$ cat config.mk
export PLATFORM = sky130hd
export DESIGN_NAME = atom_glue
export DESIGN_NICKNAME = d
export VERILOG_FILES = /design/src/rtl/atom_pkg.sv /design/src/rtl/cpu_bus_if.sv /design/src/rtl/atom_glue.sv /design/src/rtl/atom_bus_decode.sv /design/src/rtl/atom_pia.sv /design/src/rtl/cpu_clock_enables.sv
export SDC_FILE = /design/constraint.sdc
export NUM_CORES = 1
export LEC_CHECK = 0
export BUFFER_PORTS_ARGS = -buffer_cell sky130_fd_sc_hd__buf_2
export CAP_MARGIN = 20
export CORE_MARGIN = 1
export CORE_UTILIZATION = 45
export DETAILED_ROUTE_END_ITERATION = 10
export GPL_ROUTABILITY_DRIVEN = 0
export PLACE_DENSITY = 0.8
export SYNTH_ARGS = -nofsm -noshare
export SYNTH_HDL_FRONTEND = slang
export SYNTH_HIERARCHICAL = 1
export SYNTH_SLANG_ARGS = --single-unit
$ cat constraint.sdc
create_clock -name clk25 -period 3.4 [get_ports clk25]
set_input_delay 0.68 -clock clk25 [delete_from_list [all_inputs] [get_ports clk25]]
set_output_delay 0.68 -clock clk25 [all_outputs]
set_load 0.02 [all_outputs]
$ cat src/rtl/atom_pkg.sv
/*
 * Shared types, memory map and divider constants for the Atom bus glue.
 * Modules import this package inside their bodies.
 */
package atom_pkg;

   // ============================================================
   // Bus types
   // ============================================================

   typedef logic [15:0] addr_t;
   typedef logic [7:0]  data_t;
   typedef logic [17:0] ram_addr_t;

   // Turbo speed, one CPU enable pattern each
   typedef enum logic [1:0] {
      speed_1mhz,
      speed_2mhz,
      speed_4mhz,
      speed_8mhz
   } turbo_t;

   // 8255 register select, address bits 1..0
   typedef enum logic [1:0] {
      port_a,
      port_b,
      port_c,
      control
   } pia_reg_e;

   // ============================================================
   // Dividers
   // ============================================================

   localparam int clkdiv_period    = 25;
   localparam int clkdiv_width     = $clog2(clkdiv_period);
   // 4 MHz / 16 / 13 / 8 on the real machine, same rate here
   localparam int cas_toggle_count = 208;
   localparam int cas_div_width    = $clog2(cas_toggle_count);

   // ============================================================
   // Memory map
   // ============================================================

   localparam logic [11:0] pia_page        = 12'hb00;
   localparam logic [11:0] empty_page      = 12'hb40;
   localparam addr_t       bank_latch_addr = 16'hbfff;
   localparam addr_t       lock_flag_addr  = 16'h00e7;
   localparam int          lock_bit        = 5;
   localparam logic [3:0]  bank_window     = 4'ha;
   localparam logic [1:0]  rom_region      = 2'b11;
   // Banked pages sit at 10000-17FFF of external RAM
   localparam logic [2:0]  bank_ram_prefix = 3'b010;

endpackage
$ cat src/rtl/cpu_bus_if.sv
/*
 * Registered CPU bus shared by the decoder and the PIA.
 * Writes land on a clk25 edge with clken high and rnw low.
 */
`timescale 1ns/10ps

interface cpu_bus_if;
   import atom_pkg::*;

   // Registered address and write data from the top level
   addr_t addr;
   data_t wdata;
   // High for reads, low for writes
   logic  rnw;
   // One-cycle CPU clock enable
   logic  clken;

   modport master (output addr, output wdata, output rnw, output clken);

   // Peripherals only look at the bus
   modport target (input addr, input wdata, input rnw, input clken);

endinterface

$ cat src/rtl/atom_glue.sv
/*
 * Top level of the Atom bus glue. The CPU bus arrives on plain ports,
 * is registered on cpu_clken and shared with the decoder and the PIA.
 */
`timescale 1ns/10ps

module atom_glue (
   input  logic                clk25,
   input  logic                reset,
   input  atom_pkg::turbo_t    turbo,
   input  atom_pkg::addr_t     cpu_addr,
   input  atom_pkg::data_t     cpu_wdata,
   input  logic                cpu_rnw,
   output atom_pkg::data_t     cpu_din,
   output logic                cpu_clken,
   input  atom_pkg::data_t     port_b,
   input  logic                fs_n,
   input  logic                rept_n,
   input  logic                cas_in,
   output atom_pkg::data_t     port_a,
   output logic [3:0]          port_c_low,
   output logic                sound,
   output logic                cas_out,
   output atom_pkg::ram_addr_t ram_addr,
   output atom_pkg::data_t     ram_wdata,
   input  atom_pkg::data_t     ram_rdata,
   output logic                ram_oe_n,
   output logic                ram_we_n,
   output logic                lock
);
   import atom_pkg::*;

   addr_t addr_q;
   data_t wdata_q;
   logic  rnw_q;
   logic  wegate_n;
   logic  pia_sel;
   data_t pia_rdata;

   cpu_bus_if bus ();

   // ============================================================
   // CPU output registers
   // ============================================================

   // Idle as a read so nothing is written before the first access
   always_ff @(posedge clk25 or posedge reset)
   begin
      if (reset)
         rnw_q <= 1'b1;
      else if (cpu_clken)
         rnw_q <= cpu_rnw;
   end

   always_ff @(posedge clk25)
   begin
      if (cpu_clken)
      begin
         addr_q  <= cpu_addr;
         wdata_q <= cpu_wdata;
      end
   end

   assign bus.addr  = addr_q;
   assign bus.wdata = wdata_q;
   assign bus.rnw   = rnw_q;
   assign bus.clken = cpu_clken;

   cpu_clock_enables u_cpu_clock_enables (
      .clk25     (clk25),
      .reset     (reset),
      .turbo     (turbo),
      .cpu_clken (cpu_clken),
      .wegate_n  (wegate_n)
   );

   atom_bus_decode u_atom_bus_decode (
      .clk25     (clk25),
      .reset     (reset),
      .bus       (bus.target),
      .wegate_n  (wegate_n),
      .pia_sel   (pia_sel),
      .pia_rdata (pia_rdata),
      .ram_rdata (ram_rdata),
      .ram_addr  (ram_addr),
      .ram_wdata (ram_wdata),
      .ram_oe_n  (ram_oe_n),
      .ram_we_n  (ram_we_n),
      .cpu_din   (cpu_din),
      .lock      (lock)
   );

   atom_pia u_atom_pia (
      .clk25      (clk25),
      .reset      (reset),
      .bus        (bus.target),
      .pia_sel    (pia_sel),
      .pia_rdata  (pia_rdata),
      .port_b     (port_b),
      .fs_n       (fs_n),
      .rept_n     (rept_n),
      .cas_in     (cas_in),
      .port_a     (port_a),
      .port_c_low (port_c_low),
      .sound      (sound),
      .cas_out    (cas_out)
   );

endmodule

$ cat src/rtl/atom_bus_decode.sv
/*
 * Atom address decoder: chip selects, bank latch at BFFF, external
 * RAM address and strobes, lock flag snoop and the CPU read mux.
 */
`timescale 1ns/10ps

module atom_bus_decode (
   input  logic                clk25,
   input  logic                reset,
   cpu_bus_if.target           bus,
   input  logic                wegate_n,
   output logic                pia_sel,
   input  atom_pkg::data_t     pia_rdata,
   input  atom_pkg::data_t     ram_rdata,
   output atom_pkg::ram_addr_t ram_addr,
   output atom_pkg::data_t     ram_wdata,
   output logic                ram_oe_n,
   output logic                ram_we_n,
   output atom_pkg::data_t     cpu_din,
   output logic                lock
);
   import atom_pkg::*;

   logic  empty_sel;
   logic  bank_sel;
   logic  latch_sel;
   logic  rom_sel;
   logic  bus_wr;
   data_t bank_latch;

   // ============================================================
   // Chip selects
   // ============================================================

   // B000-B00F 8255
   assign pia_sel   = (bus.addr[15:4] == pia_page);
   // B400-B40F reads zero
   assign empty_sel = (bus.addr[15:4] == empty_page);
   // A000-AFFF banked window
   assign bank_sel  = (bus.addr[15:12] == bank_window);
   assign latch_sel = (bus.addr == bank_latch_addr);
   // C000-FFFF ROM images, write protected
   assign rom_sel   = (bus.addr[15:14] == rom_region);

   assign bus_wr = bus.clken && !bus.rnw;

   // ============================================================
   // Bank latch and lock snoop
   // ============================================================

   always_ff @(posedge clk25 or posedge reset)
   begin
      if (reset)
         bank_latch <= '0;
      else if (bus_wr && latch_sel)
         bank_latch <= bus.wdata;
   end

   // Lock flag lives in zero page, copy it as it is written
   always_ff @(posedge clk25 or posedge reset)
   begin
      if (reset)
         lock <= 1'b0;
      else if (bus_wr && (bus.addr == lock_flag_addr))
         lock <= bus.wdata[lock_bit];
   end

   // ============================================================
   // External RAM
   // ============================================================

   // Only three latch bits reach the RAM, eight pages of 4 KB
   assign ram_addr = bank_sel ? {bank_ram_prefix, bank_latch[2:0], bus.addr[11:0]}
                              : {2'b00, bus.addr};
   assign ram_wdata = bus.wdata;
   assign ram_oe_n  = !bus.rnw;
   // Gate from the enable generator sets the pulse position
   assign ram_we_n  = bus.rnw || wegate_n || rom_sel;

   // ============================================================
   // Read mux
   // ============================================================

   always_comb
   begin
      if (pia_sel)
         cpu_din = pia_rdata;
      else if (empty_sel)
         cpu_din = '0;
      else if (latch_sel)
         cpu_din = bank_latch;
      else
         cpu_din = ram_rdata;
   end

   // RAM must never see both strobes, checked on both clock edges
   a_strobe_excl: assert property (@(clk25) disable iff (reset)
      !ram_we_n |-> ram_oe_n);

endmodule

$ cat src/rtl/atom_pia.sv
/*
 * Crude 8255 model at B000 with fixed port directions, plus the
 * cassette tone divider and the sound and cassette output logic.
 */
`timescale 1ns/10ps

module atom_pia (
   input  logic            clk25,
   input  logic            reset,
   cpu_bus_if.target       bus,
   input  logic            pia_sel,
   output atom_pkg::data_t pia_rdata,
   input  atom_pkg::data_t port_b,
   input  logic            fs_n,
   input  logic            rept_n,
   input  logic            cas_in,
   output atom_pkg::data_t port_a,
   output logic [3:0]      port_c_low,
   output logic            sound,
   output logic            cas_out
);
   import atom_pkg::*;

   logic                     wr_en;
   data_t                    port_c;
   logic [cas_div_width-1:0] cas_div;
   logic                     cas_tone;

   // Qualified write strobe, address already decoded upstream
   assign wr_en = pia_sel && bus.clken && !bus.rnw;

   // ============================================================
   // Registers
   // ============================================================

   always_ff @(posedge clk25 or posedge reset)
   begin
      if (reset)
      begin
         port_a     <= '0;
         port_c_low <= '0;
      end
      else if (wr_en)
      begin
         case (pia_reg_e'(bus.addr[1:0]))
            atom_pkg::port_a: port_a <= bus.wdata;
            atom_pkg::port_c: port_c_low <= bus.wdata[3:0];
            atom_pkg::control:
            begin
               // Bit set/reset form only, mode words ignored
               if (!bus.wdata[7])
                  port_c_low[bus.wdata[2:1]] <= bus.wdata[0];
            end
            default: ;
         endcase
      end
   end

   // Upper nibble of port C is all inputs
   assign port_c = {fs_n, rept_n, cas_in, cas_tone, port_c_low};

   always_comb
   begin
      case (pia_reg_e'(bus.addr[1:0]))
         atom_pkg::port_a: pia_rdata = port_a;
         atom_pkg::port_b: pia_rdata = port_b;
         atom_pkg::port_c: pia_rdata = port_c;
         default:          pia_rdata = '0;
      endcase
   end

   // ============================================================
   // Cassette tone
   // ============================================================

   always_ff @(posedge clk25 or posedge reset)
   begin
      if (reset)
      begin
         cas_div  <= '0;
         cas_tone <= 1'b0;
      end
      else if (bus.clken)
      begin
         if (cas_div == cas_div_width'(cas_toggle_count - 1))
         begin
            cas_div  <= '0;
            cas_tone <= !cas_tone;
         end
         else
            cas_div <= cas_div + 1'b1;
      end
   end

   assign sound = port_c_low[2];
   // Bit 1 gates the tone onto the cassette line, bit 0 enables it
   assign cas_out = port_c_low[0] && !(port_c_low[1] && !cas_tone);

   // Select must come from a known address
   a_sel_known: assert property (@(posedge clk25) disable iff (reset)
      $rose(pia_sel) |-> !$isunknown(bus.addr));

endmodule

$ cat src/rtl/cpu_clock_enables.sv
/*
 * CPU clock enable at 1, 2, 4 or 8 MHz from the 25 MHz clock,
 * plus a write gate retimed on the falling edge.
 */
`timescale 1ns/10ps

module cpu_clock_enables (
   input  logic             clk25,
   input  logic             reset,
   input  atom_pkg::turbo_t turbo,
   output logic             cpu_clken,
   output logic             wegate_n
);
   import atom_pkg::*;

   logic [clkdiv_width-1:0] clkdiv;
   logic                    clken_next;
   logic                    cpu_clken_d;

   // ============================================================
   // 25-state divider
   // ============================================================

   always_ff @(posedge clk25 or posedge reset)
   begin
      if (reset)
         clkdiv <= '0;
      else if (clkdiv == clkdiv_width'(clkdiv_period - 1))
         clkdiv <= '0;
      else
         clkdiv <= clkdiv + 1'b1;
   end

   // Pulses only in the first 16 states, spread evenly
   always_comb
   begin
      case (turbo)
         speed_1mhz: clken_next = (clkdiv[3:0] == 4'd0) && !clkdiv[4];
         speed_2mhz: clken_next = (clkdiv[2:0] == 3'd0) && !clkdiv[4];
         speed_4mhz: clken_next = (clkdiv[1:0] == 2'd0) && !clkdiv[4];
         default:    clken_next = !clkdiv[0] && !clkdiv[4];
      endcase
   end

   always_ff @(posedge clk25 or posedge reset)
   begin
      if (reset)
      begin
         cpu_clken   <= 1'b0;
         cpu_clken_d <= 1'b0;
      end
      else
      begin
         cpu_clken   <= clken_next;
         // One cycle behind, inside the new access
         cpu_clken_d <= cpu_clken;
      end
   end

   // ============================================================
   // Write gate
   // ============================================================

   // Falling edge centres the gate in a two-cycle access at 8 MHz
   always_ff @(negedge clk25 or posedge reset)
   begin
      if (reset)
         wegate_n <= 1'b1;
      else
         wegate_n <= !cpu_clken_d;
   end

   // Divider must wrap at the period
   a_clkdiv_range: assert property (@(posedge clk25) disable iff (reset)
      clkdiv < clkdiv_width'(clkdiv_period));

endmodule

==> run summary, run 1 <==
The run finished, with violations left. The total number of H-tree levels came out at 3. The number of slew-limit violations in the final report was 0; the largest driver fanout on the critical path was 1. The clock edge transition at the registers on the reported setup and hold paths was 0.06 ns; the width of the die was 88 um. The checks that failed: setup timing. Normalized max-slew margin: 46.4%.

Compared with the post-synthesis result, the final layout area differs by 18.4%. Buffers placed on the I/O ports in this run total 98. Net switching is 22.4% of the power. After synthesis the cells add up to 3330 um2. The cell area after placement is 3720 um2. The tree built by TritonCTS fans out to 63 sinks. The tools report the first-pass iteration count of the detailed router as 4. Counting flops with an async set or reset pin after synthesis yields a share of 61.9%. Combinational logic burns 7.2% of the power. Ranked by total cell area, the synthesized netlist is headed by sky130_fd_sc_hd__dfrtp_1, sky130_fd_sc_hd__edfxtp_1, sky130_fd_sc_hd__mux2i_1, sky130_fd_sc_hd__buf_4, sky130_fd_sc_hd__mux2_4.

Global routing consumed, over all layers together, 20.0% of the routing resources. The worst IR drop on VDD is 276 uV. The via count of the first global-routing pass is 2,244. For the net count of the finished layout, the log shows 406. In the final routed layout, each cell accounts on average for 16.0 um. Height of the die: 88 um.

The tools report the largest net degree at the start of global routing as 22. Synthesis produced 276 cells. The boundary pin count was 100; the setup slack after placement was 0.276 ns.

Summing over every cut layer, the via total after detailed routing is 2,389. Yosys instantiated no cell more often than sky130_fd_sc_hd__dfrtp_1. The run gives -0.0878 ns as the least setup slack across all paths after layout. The number of nets handed over by synthesis was 327. The detail route stage leaves a number of antenna-violating nets equal to 0.

The run gives 440 as the cell count after placement. Final standard cell utilization of the core: 56.4%. The tools report the CTS root buffer as sky130_fd_sc_hd__clkbuf_8. Setup repair after global routing could not meet its margin everywhere. The total of endpoints with negative setup slack in the final report was 1; the fraction of power consumed by the clock network was 41.8%.

The maximum buffer depth of the clock tree came out at 2. The diode insertion count for antenna repair came out at 0. For the pin with the worst max-slew slack, the measured transition is 0.803 ns. After synthesis, the most frequently instantiated cells are sky130_fd_sc_hd__dfrtp_1, sky130_fd_sc_hd__edfxtp_1, sky130_fd_sc_hd__mux2i_1, sky130_fd_sc_hd__buf_4. The fraction of synthesized cell area taken by the top area cell type was 27.8%.

Detailed placement finished with a half-perimeter wire length of 5.47 mm. The worst clock skew came out at 0.0371 ns. The tools report the number of hold-slack violations in the final timing report as 0. Synthesis instantiated 56 different standard cells from the library.

The critical path required time is 2.72 ns. The tightest min-delay check is of the in -> async type. The tools report the critical path launch point type as a register. The total setup buffers inserted after CTS came out at 0.

The fraction of final layout cells sized beyond drive strength 1 is 41.7%. Tracing the worst setup path back leads to its startpoint at u_cpu_clock_enables/wegate_n. The tools report the number of antenna violations at the first check in global routing as 0. In this run, synthesis inferred 24 flip-flops with an integrated enable.

Capturing element type of the critical path: an output pin. The total of hold buffers inserted after clock tree synthesis is 0, and the data arrival time of the critical path is 2.81 ns. The count of cells in the finished layout, fillers not included, comes to 456. For the total clock buffers created by CTS, the log shows 9. The share of total power dissipated in sequential elements is 51.0%. The biggest area contributor in the post-synthesis netlist is sky130_fd_sc_hd__dfrtp_1. After detailed routing, the number of vias per cell comes to 5.24.

Count of warnings emitted by yosys: 6. The finished cells cover 3940 um2. The first global-routing pass estimated 11.1 mm of wire. The run gives 30 as the row count. For the remaining design rule violation count, the log shows 0. The effective utilization at floorplan was 47.7%; the internal power summed over all cells was 1320 uW.

TritonCTS built the clock tree. The core region is 6980 um2. The first routing iteration left 101 violations. The worst setup path is of the reg -> out kind. Global routing finished with a remaining overflow of 0. The number of maximum-capacitance violations came out at 0. Dividing total power by cell area gives a power density of 430 nW/um2.

The mean instance size in the synthesized netlist works out to 12.1 um2. For this run, the register share of the synthesized area comes to 51.1%. The worst register-to-register path begins at addr_q[14]. Clock latency on the worst-skew pair, taken at its later pin, is 0.37 ns. Among all flip-flop cells after synthesis, the most frequent one is sky130_fd_sc_hd__dfrtp_1.

The synthesized design contains 63 register bits. Summed over all cells, the static leakage comes to 0.00196 uW. In this run the power spent charging and discharging nets is 379 uW. Summed over all layers, the routed wires come to 7.28 mm. The floorplan step defined a die boundary enclosing 7740 um2.
-- per-stage QoR --
step           hold slack, ns  setup TNS [ns]  power, uW
2_1_floorplan           0.462               0        952
3_3_place_gp            0.494               0        998
3_5_place_dp            0.495               0       1000
4_1_cts                 0.298          -0.108       1710
5_1_grt                 0.314          -0.132       1770
6_report                0.314         -0.0878       1700
-- layer usage --
layer | routed length (um) | track usage (%)
met5 | 0 | 0
met4 | 123 | 8.05
met3 | 408 | 7.26
met2 | 3720 | 34.0
met1 | 3030 | 22.9
-- final cells by class --
cell class	instances	area, um2
Timing Repair Buffer	103	534
Sequential cell	63	1700
Inverter	16	60.1
Tap cell	96	120
Clock inverter	5	72.6
Multi-Input combinational cell	161	1310
Fill cell	615	3040
Clock buffer	12	145
-- final timing paths --
path | end | slack [ns] | cells after the start
min in group clk25 | u_cpu_clock_enables/clkdiv[0] | 0.51 | 1
worst max register to register | u_atom_bus_decode/bank_latch[5] | 0.77 | 4
max in group asynchronous | u_cpu_clock_enables/wegate_n | 1.13 | 2
worst min register to register | u_cpu_clock_enables/clkdiv[0] | 0.51 | 1
worst min-delay path | u_cpu_clock_enables/clkdiv[4] | 0.31 | 2
worst max-delay path | ram_we_n | -0.09 | 2
-- power groups by stage --
stage	Combinational, uW	Sequential [uW]	Clock [uW]
after detailed placement	123	878	3.68
after CTS	124	863	725
final	123	864	708
after global routing	138	869	764
after global placement	119	875	3.68
after floorplan	79.9	868	3.68
-- state kept, by name, summed over array words and instances, names as in the netlist, 4 cells and up --
register / flops
bus.wdata: 8
u_atom_pia/cas_div: 8
u_atom_pia/port_a: 8
addr_q: 16
u_cpu_clock_enables/clkdiv: 5
u_atom_bus_decode/bank_latch: 8
u_atom_pia/port_c_low: 4
-- worst max-delay path, stage by stage, from the launching register on --
cell                      delay [ns]
sky130_fd_sc_hd__dfstp_2        0.35
sky130_fd_sc_hd__a211o_2        0.27
sky130_fd_sc_hd__buf_6          0.13
-- layout by cell type (no fill, tap or decap), types with 2 or more instances in the layout --
cell type / netlist / routed
sky130_fd_sc_hd__o211ai_1: 3 / 3
sky130_fd_sc_hd__and3_1: 3 / 3
sky130_fd_sc_hd__nand2_1: 16 / 16
sky130_fd_sc_hd__nor2_1: 10 / 10
sky130_fd_sc_hd__mux2_2: 11 / 11
sky130_fd_sc_hd__dfstp_2: 2 / 2
sky130_fd_sc_hd__nor3_1: 3 / 3
sky130_fd_sc_hd__dfrtp_1: 37 / 37
sky130_fd_sc_hd__o21ai_0: 12 / 12
sky130_fd_sc_hd__ha_1: 3 / 3
sky130_fd_sc_hd__buf_2: 1 / 97
sky130_fd_sc_hd__clkbuf_1: 5 / 2
sky130_fd_sc_hd__a311oi_1: 2 / 2
sky130_fd_sc_hd__mux2_4: 9 / 9
sky130_fd_sc_hd__inv_1: 16 / 16
sky130_fd_sc_hd__nand4_1: 4 / 4
sky130_fd_sc_hd__buf_4: 23 / 5
sky130_fd_sc_hd__xnor2_1: 6 / 6
sky130_fd_sc_hd__mux2i_1: 24 / 24
sky130_fd_sc_hd__edfxtp_1: 24 / 24
sky130_fd_sc_hd__nand2b_1: 10 / 10
sky130_fd_sc_hd__nand4b_1: 2 / 2
sky130_fd_sc_hd__nand3_1: 6 / 6
sky130_fd_sc_hd__nor4b_1: 3 / 3
sky130_fd_sc_hd__clkbuf_8: 0 / 10
sky130_fd_sc_hd__bufinv_16: 0 / 2
sky130_fd_sc_hd__a41oi_1: 3 / 3
sky130_fd_sc_hd__nor4_1: 4 / 4
-- cells by family (layout without fill, tap and decap cells) --
group / after synthesis / after routing / synth area share [%]
compound gates: 33 / 33 / 7.22
buf+inv: 52 / 136 / 9.62
other cells: 1 / 1 / 0.113
xor+xnor: 7 / 7 / 1.84
simple gates: 73 / 73 / 14.0
fa+ha+maj: 3 / 3 / 1.13
mux: 44 / 44 / 15.0
flops: 63 / 63 / 51.1
-- repair_timing --
action                                  4_1_cts  5_1_grt
endpoints found under the setup margin        1        1
gates cloned                                  0        0
hold endpoints to repair                      0        0
gates resized for setup                       2        0
No activity file was read; power rests on OpenSTA's default activity.
==> run 2: changes to the inputs <==
--- a/config.mk
+++ b/config.mk
@@ -7,2 +7,3 @@
 export LEC_CHECK = 0
+export ABC_CLOCK_PERIOD_IN_PS = 3400
 export BUFFER_PORTS_ARGS = -buffer_cell sky130_fd_sc_hd__buf_2
==> constraint.sdc (replaced) <==
create_clock -name clk25 -period 3.4 [get_ports clk25]
set_input_delay 0.34 -clock clk25 [delete_from_list [all_inputs] [get_ports clk25]]
set_output_delay 0.34 -clock clk25 [all_outputs]
set_load 0.02 [all_outputs]
==> run summary, run 2 (synthesis results as in run 1) <==
The tools report the final standard cell utilization of the core as 56.5% (about the same). The slowest stage of the critical path is the sky130_fd_sc_hd__dfstp_2 cell. The pin slew with the least headroom to its limit came out at 0.825 ns (+0.0218 ns). The row count came out at 30 (unchanged). The total clock buffers created by CTS was 9 (unchanged).

The tools report the data arrival time of the critical path as 2.85 ns (+0.04 ns). The commonest non-fill, non-tap cell in the layout was sky130_fd_sc_hd__buf_2. The worst IR drop on VDD came out at 173 uV (-37%).

The power density normalized to cell area came out at 426 nW/um2 (-1.1%). The worst stage delay on the critical path came out at 0.35 ns (about the same). The endpoint identified for the worst register-to-register timing path is u_atom_bus_decode/bank_latch[6]. The tools report the sink of the worst hold path as addr_q[12].

The logs give 2,409 (+0.84%) for the total via count in the routed design and 5.31 mm (-3.0%) for the total half-perimeter wirelength after legalization and detailed placement. The width of the die came out at 88 um (unchanged). The number of I/O port buffers is 98 (unchanged). The height of the die is 88 um (unchanged).

The first-pass GRT wire length came out at 11.0 mm (-0.69%). The largest net degree at the start of global routing was 22 (unchanged). The total of endpoints with negative setup slack in the final report was 0 (-1).

The critical path is of the reg -> out type. The total detailed-routing wirelength is 7.23 mm (-0.78%), and the number of maximum-capacitance violations is 0 (unchanged). Number of nets with antenna violations after detailed routing: 0 (unchanged).

The clock insertion delay at the later pin of the skew report is 0.38 ns (about the same). The critical path goes through a211o_2 -> buf_2. Number of flip-flops under the largest register name: 16 (unchanged). The startpoint identified for the worst register-to-register timing path is addr_q[14].

For the count of clock tree sinks, the log shows 63 (unchanged). The area enclosed by the die boundary is 7740 um2 (unchanged), and the violation count after the first detailed-routing iteration is 95 (-5.9%). For the total number of H-tree levels, the log shows 3 (unchanged).

TritonCTS built the clock tree. For the worst clock skew, the log shows 0.0353 ns (-0.00177 ns). Number of antenna violations at the first check in global routing: 0 (unchanged). Average via count per standard cell: 5.28 (+0.84%). The run gives 0 (unchanged) as the number of slew-limit violations in the final report.

The area inside the core boundary was 6980 um2 (unchanged); the number of buffers and inverters on the critical path was 1 (unchanged). The critical path required time is 3.06 ns (+0.34 ns), and the all-layer global routing usage is 19.6% (-0.42 points). The clock edge transition at the registers on the reported setup and hold paths is 0.07 ns (about the same). The normalized max-slew margin came out at 45.0% (-1.4 points). STA classifies the critical path startpoint as a register. In this run the most critical hold path is launched from cpu_addr[12].

The area added between synthesis and finish was 18.4% (about the same); the leakage power was 0.00196 uW (+0.27%). The fraction of final layout cells sized beyond drive strength 1 works out to 41.9% (+0.28 points). The boundary pin count is 100 (unchanged).

The logs give 0.212 ns (+0.300 ns) for the least setup slack across all paths after layout and 4 (unchanged) for the first-pass iteration count of the detailed router. The class of the tightest hold or removal check is in -> reg. Leaving out fill and tap cells, the most frequent cells in the layout are sky130_fd_sc_hd__buf_2, sky130_fd_sc_hd__dfrtp_1, sky130_fd_sc_hd__edfxtp_1, sky130_fd_sc_hd__mux2i_1. Setup slack after placement: 0.603 ns (+0.327 ns).

The diode insertion count for antenna repair was 0 (unchanged). The cell sitting at the root of the clock tree is a sky130_fd_sc_hd__clkbuf_8. The flow ran to the end, and the final reports show no timing, DRC or antenna violations. The aggregate negative setup slack was 0 ns (+0.0878 ns).

Capturing element type of the critical path: an output pin. The run gives 0.76 ns (about the same) as the setup slack of the most critical reg-to-reg path. The largest delay contributor family on the critical path was flip-flops. The via count of the first global-routing pass is 2,245 (+0.045%), and the number of cells on the worst hold path is 1. The effective utilization at floorplan is 47.7% (unchanged). Counting flops per register, the top entry is addr_q.

The power after layout came out at 1680 uW (-1.1%). Setup repair after global routing left no endpoint under its margin. The maximum buffer depth of the clock tree came out at 2 (unchanged).

The largest driver fanout on the critical path is 1 (unchanged), and the depth of the worst register-to-register path is 4 (unchanged). The average routed wire per standard cell was 15.8 um (-0.78%); the number of hold-slack violations in the final timing report was 0 (unchanged). The run gives 0 (unchanged) as the remaining design rule violation count. The total global routing overflow is 0 (unchanged), and the net count of the finished layout is 406 (unchanged).
==> run 2: cell types whose count changed in the layout (fill, tap and decap cells not counted) <==
cell                            change
sky130_fd_sc_hd__bufinv_16          -2
sky130_fd_sc_hd__clkbuf_16          +2
sky130_fd_sc_hd__buf_2              +1
sky130_fd_sc_hd__buf_4              -1
sky130_fd_sc_hd__buf_6              -1
sky130_fd_sc_hd__bufinv_8           +1
sky130_fd_sc_hd__clkbuf_1           -1
sky130_fd_sc_hd__clkinv_1           -1
sky130_fd_sc_hd__clkinv_2           +1
sky130_fd_sc_hd__dlygate4sd3_1      +1
==> run 2: cell type report <==
cell class	instances	area (um2)
clock buffers	13	191
clock inverters	4	31.3
fillers	609	3040
inverters	16	60.1
multi-input cells	161	1310
flip-flops and latches	63	1700
well taps	96	120
repair buffers	103	531
==> run 2: worst max-delay path by stage <==
stage | startpoint | cells after the start | slack [ns] | to
after floorplan | u_cpu_clock_enables/wegate_n | 1 | 0.71 | ram_we_n
after global placement | u_cpu_clock_enables/wegate_n | 2 | 0.61 | ram_we_n
after detailed placement | u_cpu_clock_enables/wegate_n | 2 | 0.60 | ram_we_n
after CTS | u_cpu_clock_enables/wegate_n | 2 | 0.21 | ram_we_n
after global routing | u_cpu_clock_enables/wegate_n | 2 | 0.19 | ram_we_n
final | u_cpu_clock_enables/wegate_n | 2 | 0.21 | ram_we_n
==> run 2: per-stage QoR <==
| stage | std cells | hold WS, ns | instance area [um2] |
|---|---|---|---|
| global route | 456 | 0.163 | 3940 |
| global placement | 439 | 0.337 | 3710 |
| CTS | 456 | 0.164 | 3940 |
| finish | 456 | 0.168 | 3940 |
| floorplan | 276 | 0.155 | 3330 |
| detailed placement | 439 | 0.338 | 3710 |
==> run 2: repair_timing <==
item / CTS / global route
buffers inserted: 0 / 0
resized for setup: 0 / 0
hold endpoints to repair: 10 / 0
hold buffers: 1 / 0
==> run 2: power by group <==
group	switching, uW	internal [uW]
Clock	282	408
Combinational	61.1	62.5
Sequential	40.8	823
Total	384	1290
==> run 2: layer usage <==
layer,vias up,global-route usage [%],routed length (um)
met3,15,3.49,365
met1,1169,24.0,3160
met4,0,10.1,153
met2,89,33.1,3550
met5,-,0,0
li1,1136,-,-
==> run 3: changes to the inputs <==
Settings changed: ABC_AREA set to 1, PLACE_DENSITY 0.8 to 0.71.
==> run summary, run 3 <==
The number of buffers and inverters on the critical path works out to 1 (unchanged). The worst clock skew was 0.0402 ns (+0.00481 ns). The average routed wire per standard cell was 12.8 um (-19%). The tools report the area inside the core boundary as 7330 um2 (+5.0%). The area added between synthesis and finish came out at 17.0%.

For the least setup slack across all paths after layout, the log shows 0.198 ns (-0.0144 ns). Ranked by instance count, the synthesized netlist is headed by sky130_fd_sc_hd__nand2_1, sky130_fd_sc_hd__inv_1, sky130_fd_sc_hd__nand3_1, sky130_fd_sc_hd__dfrtp_1, sky130_fd_sc_hd__nor2_1. The run gives 0 (unchanged) as the total setup buffers inserted after CTS.

The critical path launch point type was a register. Worst reg2reg path endpoint: u_cpu_clock_enables/wegate_n. The sequential cell area came out at 1700 um2 (unchanged). The post-synthesis net count is 459 (+40%), and the power density normalized to cell area is 383 nW/um2 (-9.9%).

For the row count, the log shows 31 (+3.3%). The fraction of synthesized cell area taken by the top area cell type came out at 26.9% (-0.91 points). The total clock buffers created by CTS was 9 (unchanged). The tools report the total half-perimeter wirelength after legalization and detailed placement as 5.82 mm (+9.6%).

The total detailed-routing wirelength was 7.62 mm (+5.5%). The mean instance size in the synthesized netlist works out to 8.43 um2 (-30%). CTS root buffer: sky130_fd_sc_hd__clkbuf_8. The library cells used most frequently in the layout, excluding fill and tap cells, are sky130_fd_sc_hd__nand2_1, sky130_fd_sc_hd__buf_2, sky130_fd_sc_hd__inv_1. For the count of clock tree sinks, the log shows 63 (unchanged).

The tools report the finished layout cell area as 4030 um2 (+2.2%). The tools report the remaining design rule violation count as 0 (unchanged). The fraction of final layout cells sized beyond drive strength 1 came out at 28.4% (-14 points).

The total number of H-tree levels was 3 (unchanged); the height of the die was 89.4 um (+1.6%). The count of cell types in the netlist is 36 (-36%), and the internal power summed over all cells is 1150 uW (-11%). The worst stage delay on the critical path was 0.50 ns (+0.15 ns). The via count of the first global-routing pass was 2,574 (+15%). The most used flip-flop cell after synthesis is sky130_fd_sc_hd__dfrtp_1.

The tools report the count of warnings emitted by yosys as 6 (unchanged). The total via count in the routed design was 2,858 (+19%). The tools report the gate count of the mapped netlist as 408 (+48%).

The critical path is of the reg -> out type. The number of synthesized register bits works out to 63 (unchanged). For the cell area after placement, the log shows 3860 um2 (+3.9%).

The sequential fraction of design power is 55.6% (+4.1 points). The total global routing overflow is 0 (unchanged). After synthesis, the cell types taking the most area are sky130_fd_sc_hd__dfrtp_1, sky130_fd_sc_hd__edfxtp_1, sky130_fd_sc_hd__nand2_1, sky130_fd_sc_hd__nand3_1, sky130_fd_sc_hd__buf_4. The pin slew with the least headroom to its limit works out to 0.827 ns (+0.00161 ns). Aggregate negative setup slack: 0 ns (unchanged). The number of maximum-capacitance violations is 0 (unchanged), and the number of hold-slack violations in the final timing report is 0 (unchanged). Among all cell types in the netlist, the one instantiated most often is sky130_fd_sc_hd__nand2_1.

The tools report the total of endpoints with negative setup slack in the final report as 0 (unchanged). Cell at the slowest stage of the critical path: sky130_fd_sc_hd__dfstp_2. The worst IR drop on VDD is 200 uV (+15%), and the net count of the finished layout is 543 (+34%). The async set-reset flop share out of synthesis was 61.9% (unchanged); the number of fill cells in the layout was 712 (+17%). The area enclosed by the die boundary is 8000 um2 (+3.3%).

The largest driver fanout on the critical path is 1 (unchanged), and the critical path required time is 3.06 ns (about the same). Width of the die: 89.4 um (+1.6%). The effective utilization at floorplan was 46.9% (-0.73 points). The tools report the fraction of power consumed by the clock network as 35.3% (-5.9 points).

More flip-flops sit in one register than any other, and that register is addr_q. Walking the worst path, the cells encountered are nor2_1 -> o21ai_0 -> buf_2. In this run the most critical hold path is launched from cpu_addr[11]. Number of cells on the worst hold path: 1 (unchanged). Setup repair after global routing left no endpoint under its margin. The number of I/O port buffers is 98 (unchanged).

The proportion of total power due to net switching was 25.4% (+2.5 points); the diode insertion count for antenna repair was 0 (unchanged). The largest net degree at the start of global routing is 36 (+64%). The number of slew-limit violations in the final report came out at 0 (unchanged). The number of instances resized during post-cts repair is 0 (unchanged), and the combinational power share is 9.1% (+1.7 points). TritonCTS built the clock tree. The power dissipated by switching net loads is 392 uW (+2.2%). The run finished with clean final reports. The clock edge transition at the registers on the reported setup and hold paths was 0.07 ns (about the same). The number of nets with antenna violations after detailed routing was 0 (unchanged). Average via count per standard cell: 4.80 (-9.2%). The tools report the setup slack after placement as 0.588 ns (-0.0152 ns). The first-pass GRT wire length came out at 12.0 mm (+9.1%). For the number of antenna violations at the first check in global routing, the log shows 0 (unchanged).

The capturing element type of the critical path is an output pin. Grouping stages by cell kind, the critical path spends the most delay in flip-flops. The synthesized area was 3440 um2 (+3.4%); the area taken by multi-input logic gates was 1340 um2 (+2.6%). The total of hold buffers inserted after clock tree synthesis is 1 (unchanged), and the maximum buffer depth of the clock tree is 2 (unchanged). The logs give 2.86 ns (about the same) for the data arrival time of the critical path and 0.00213 uW (+8.7%) for the leakage power. For hold timing, the worst endpoint is addr_q[11]. Violation count after the first detailed-routing iteration: 121 (+27%).

For the sequential fraction of the synthesis area, the log shows 49.4% (-1.7 points). The number of synthesized flops with an enable pin was 24 (unchanged); the all-layer global routing usage was 20.5% (+0.92 points). First-pass iteration count of the detailed router: 4 (unchanged). For the boundary pin count, the log shows 100 (unchanged). In this run the critical register-to-register path is launched from u_cpu_clock_enables/cpu_clken_d. The number of flip-flops under the largest register name is 16 (unchanged), and the clock insertion delay at the later pin of the skew report is 0.37 ns (about the same).

The library cell used most frequently in the layout, excluding fill and tap cells, is sky130_fd_sc_hd__nand2_1. The setup slack of the most critical reg-to-reg path is 1.27 ns (+0.51 ns). The depth of the worst register-to-register path works out to 1 (-3). The normalized max-slew margin is 44.8% (-0.17 points).

The worst hold path belongs to the class in -> reg. The largest total area in the synthesized netlist belongs to sky130_fd_sc_hd__dfrtp_1.
-- run 3: cell types whose count changed after synthesis, moves of 19 or more --
cell and delta:
sky130_fd_sc_hd__inv_1 +32, sky130_fd_sc_hd__mux2i_1 -24, sky130_fd_sc_hd__nand2_1 +106, sky130_fd_sc_hd__nand3_1 +37
sky130_fd_sc_hd__nor2_1 +19
-- run 3: per-stage QoR --
step	std cells	util [%]	total power (uW)	hold slack [ns]
6_report	596	54.9	1540	0.172
5_1_grt	596	54.9	1610	0.159
4_1_cts	596	54.9	1560	0.157
3_5_place_dp	579	52.6	1020	0.346
3_3_place_gp	579	52.6	1010	0.346
2_1_floorplan	408	-	964	0.155
-- run 3: how the worst max path moves through the flow --
stage	start	end	cells after the start
global placement	u_cpu_clock_enables/wegate_n	ram_we_n	3
CTS	u_cpu_clock_enables/wegate_n	ram_we_n	3
detailed placement	u_cpu_clock_enables/wegate_n	ram_we_n	3
global route	u_cpu_clock_enables/wegate_n	ram_we_n	3
floorplan	u_cpu_clock_enables/wegate_n	ram_we_n	2
finish	u_cpu_clock_enables/wegate_n	ram_we_n	3
-- run 3: layer usage --
metal	vias up	track usage, %	routed length [um]
li1	1457	-	-
met1	1313	26.6	3480
met2	74	33.4	3660
met3	14	3.69	339
met4	0	9.81	146
met5	-	0	0
-- run 3: cells by family (layout without fill, tap and decap cells) --
kind of cell,Yosys count,in the layout,synth area share (%)
flip-flops,63,63,49.4
other,1,1,0.109
AO/OA/AOI/OAI,33,33,5.96
buffers and inverters,78,167,11.6
adder cells (fa/ha/maj),3,3,1.09
XOR/XNOR,2,2,0.509
multiplexers,1,1,0.327
AND/OR/NAND/NOR,227,227,31.0
-- run 3: final cells by class --
class                   count  share of cell area, %
flip-flops and latches     63                   42.2
multi-input cells         267                   33.3
repair buffers            101                   12.8
inverters                  49                   4.57
clock buffers              11                   3.26
well taps                  99                   3.08
clock inverters             6                  0.746
-- run 3: power groups by stage --
stage               clock (uW)  sequential, uW  combinational [uW]
global route               584             863                 164
global placement          3.68             871                 139
finish                     545             858                 140
floorplan                 3.68             865                95.2
detailed placement        3.68             872                 143
CTS                        557             859                 144
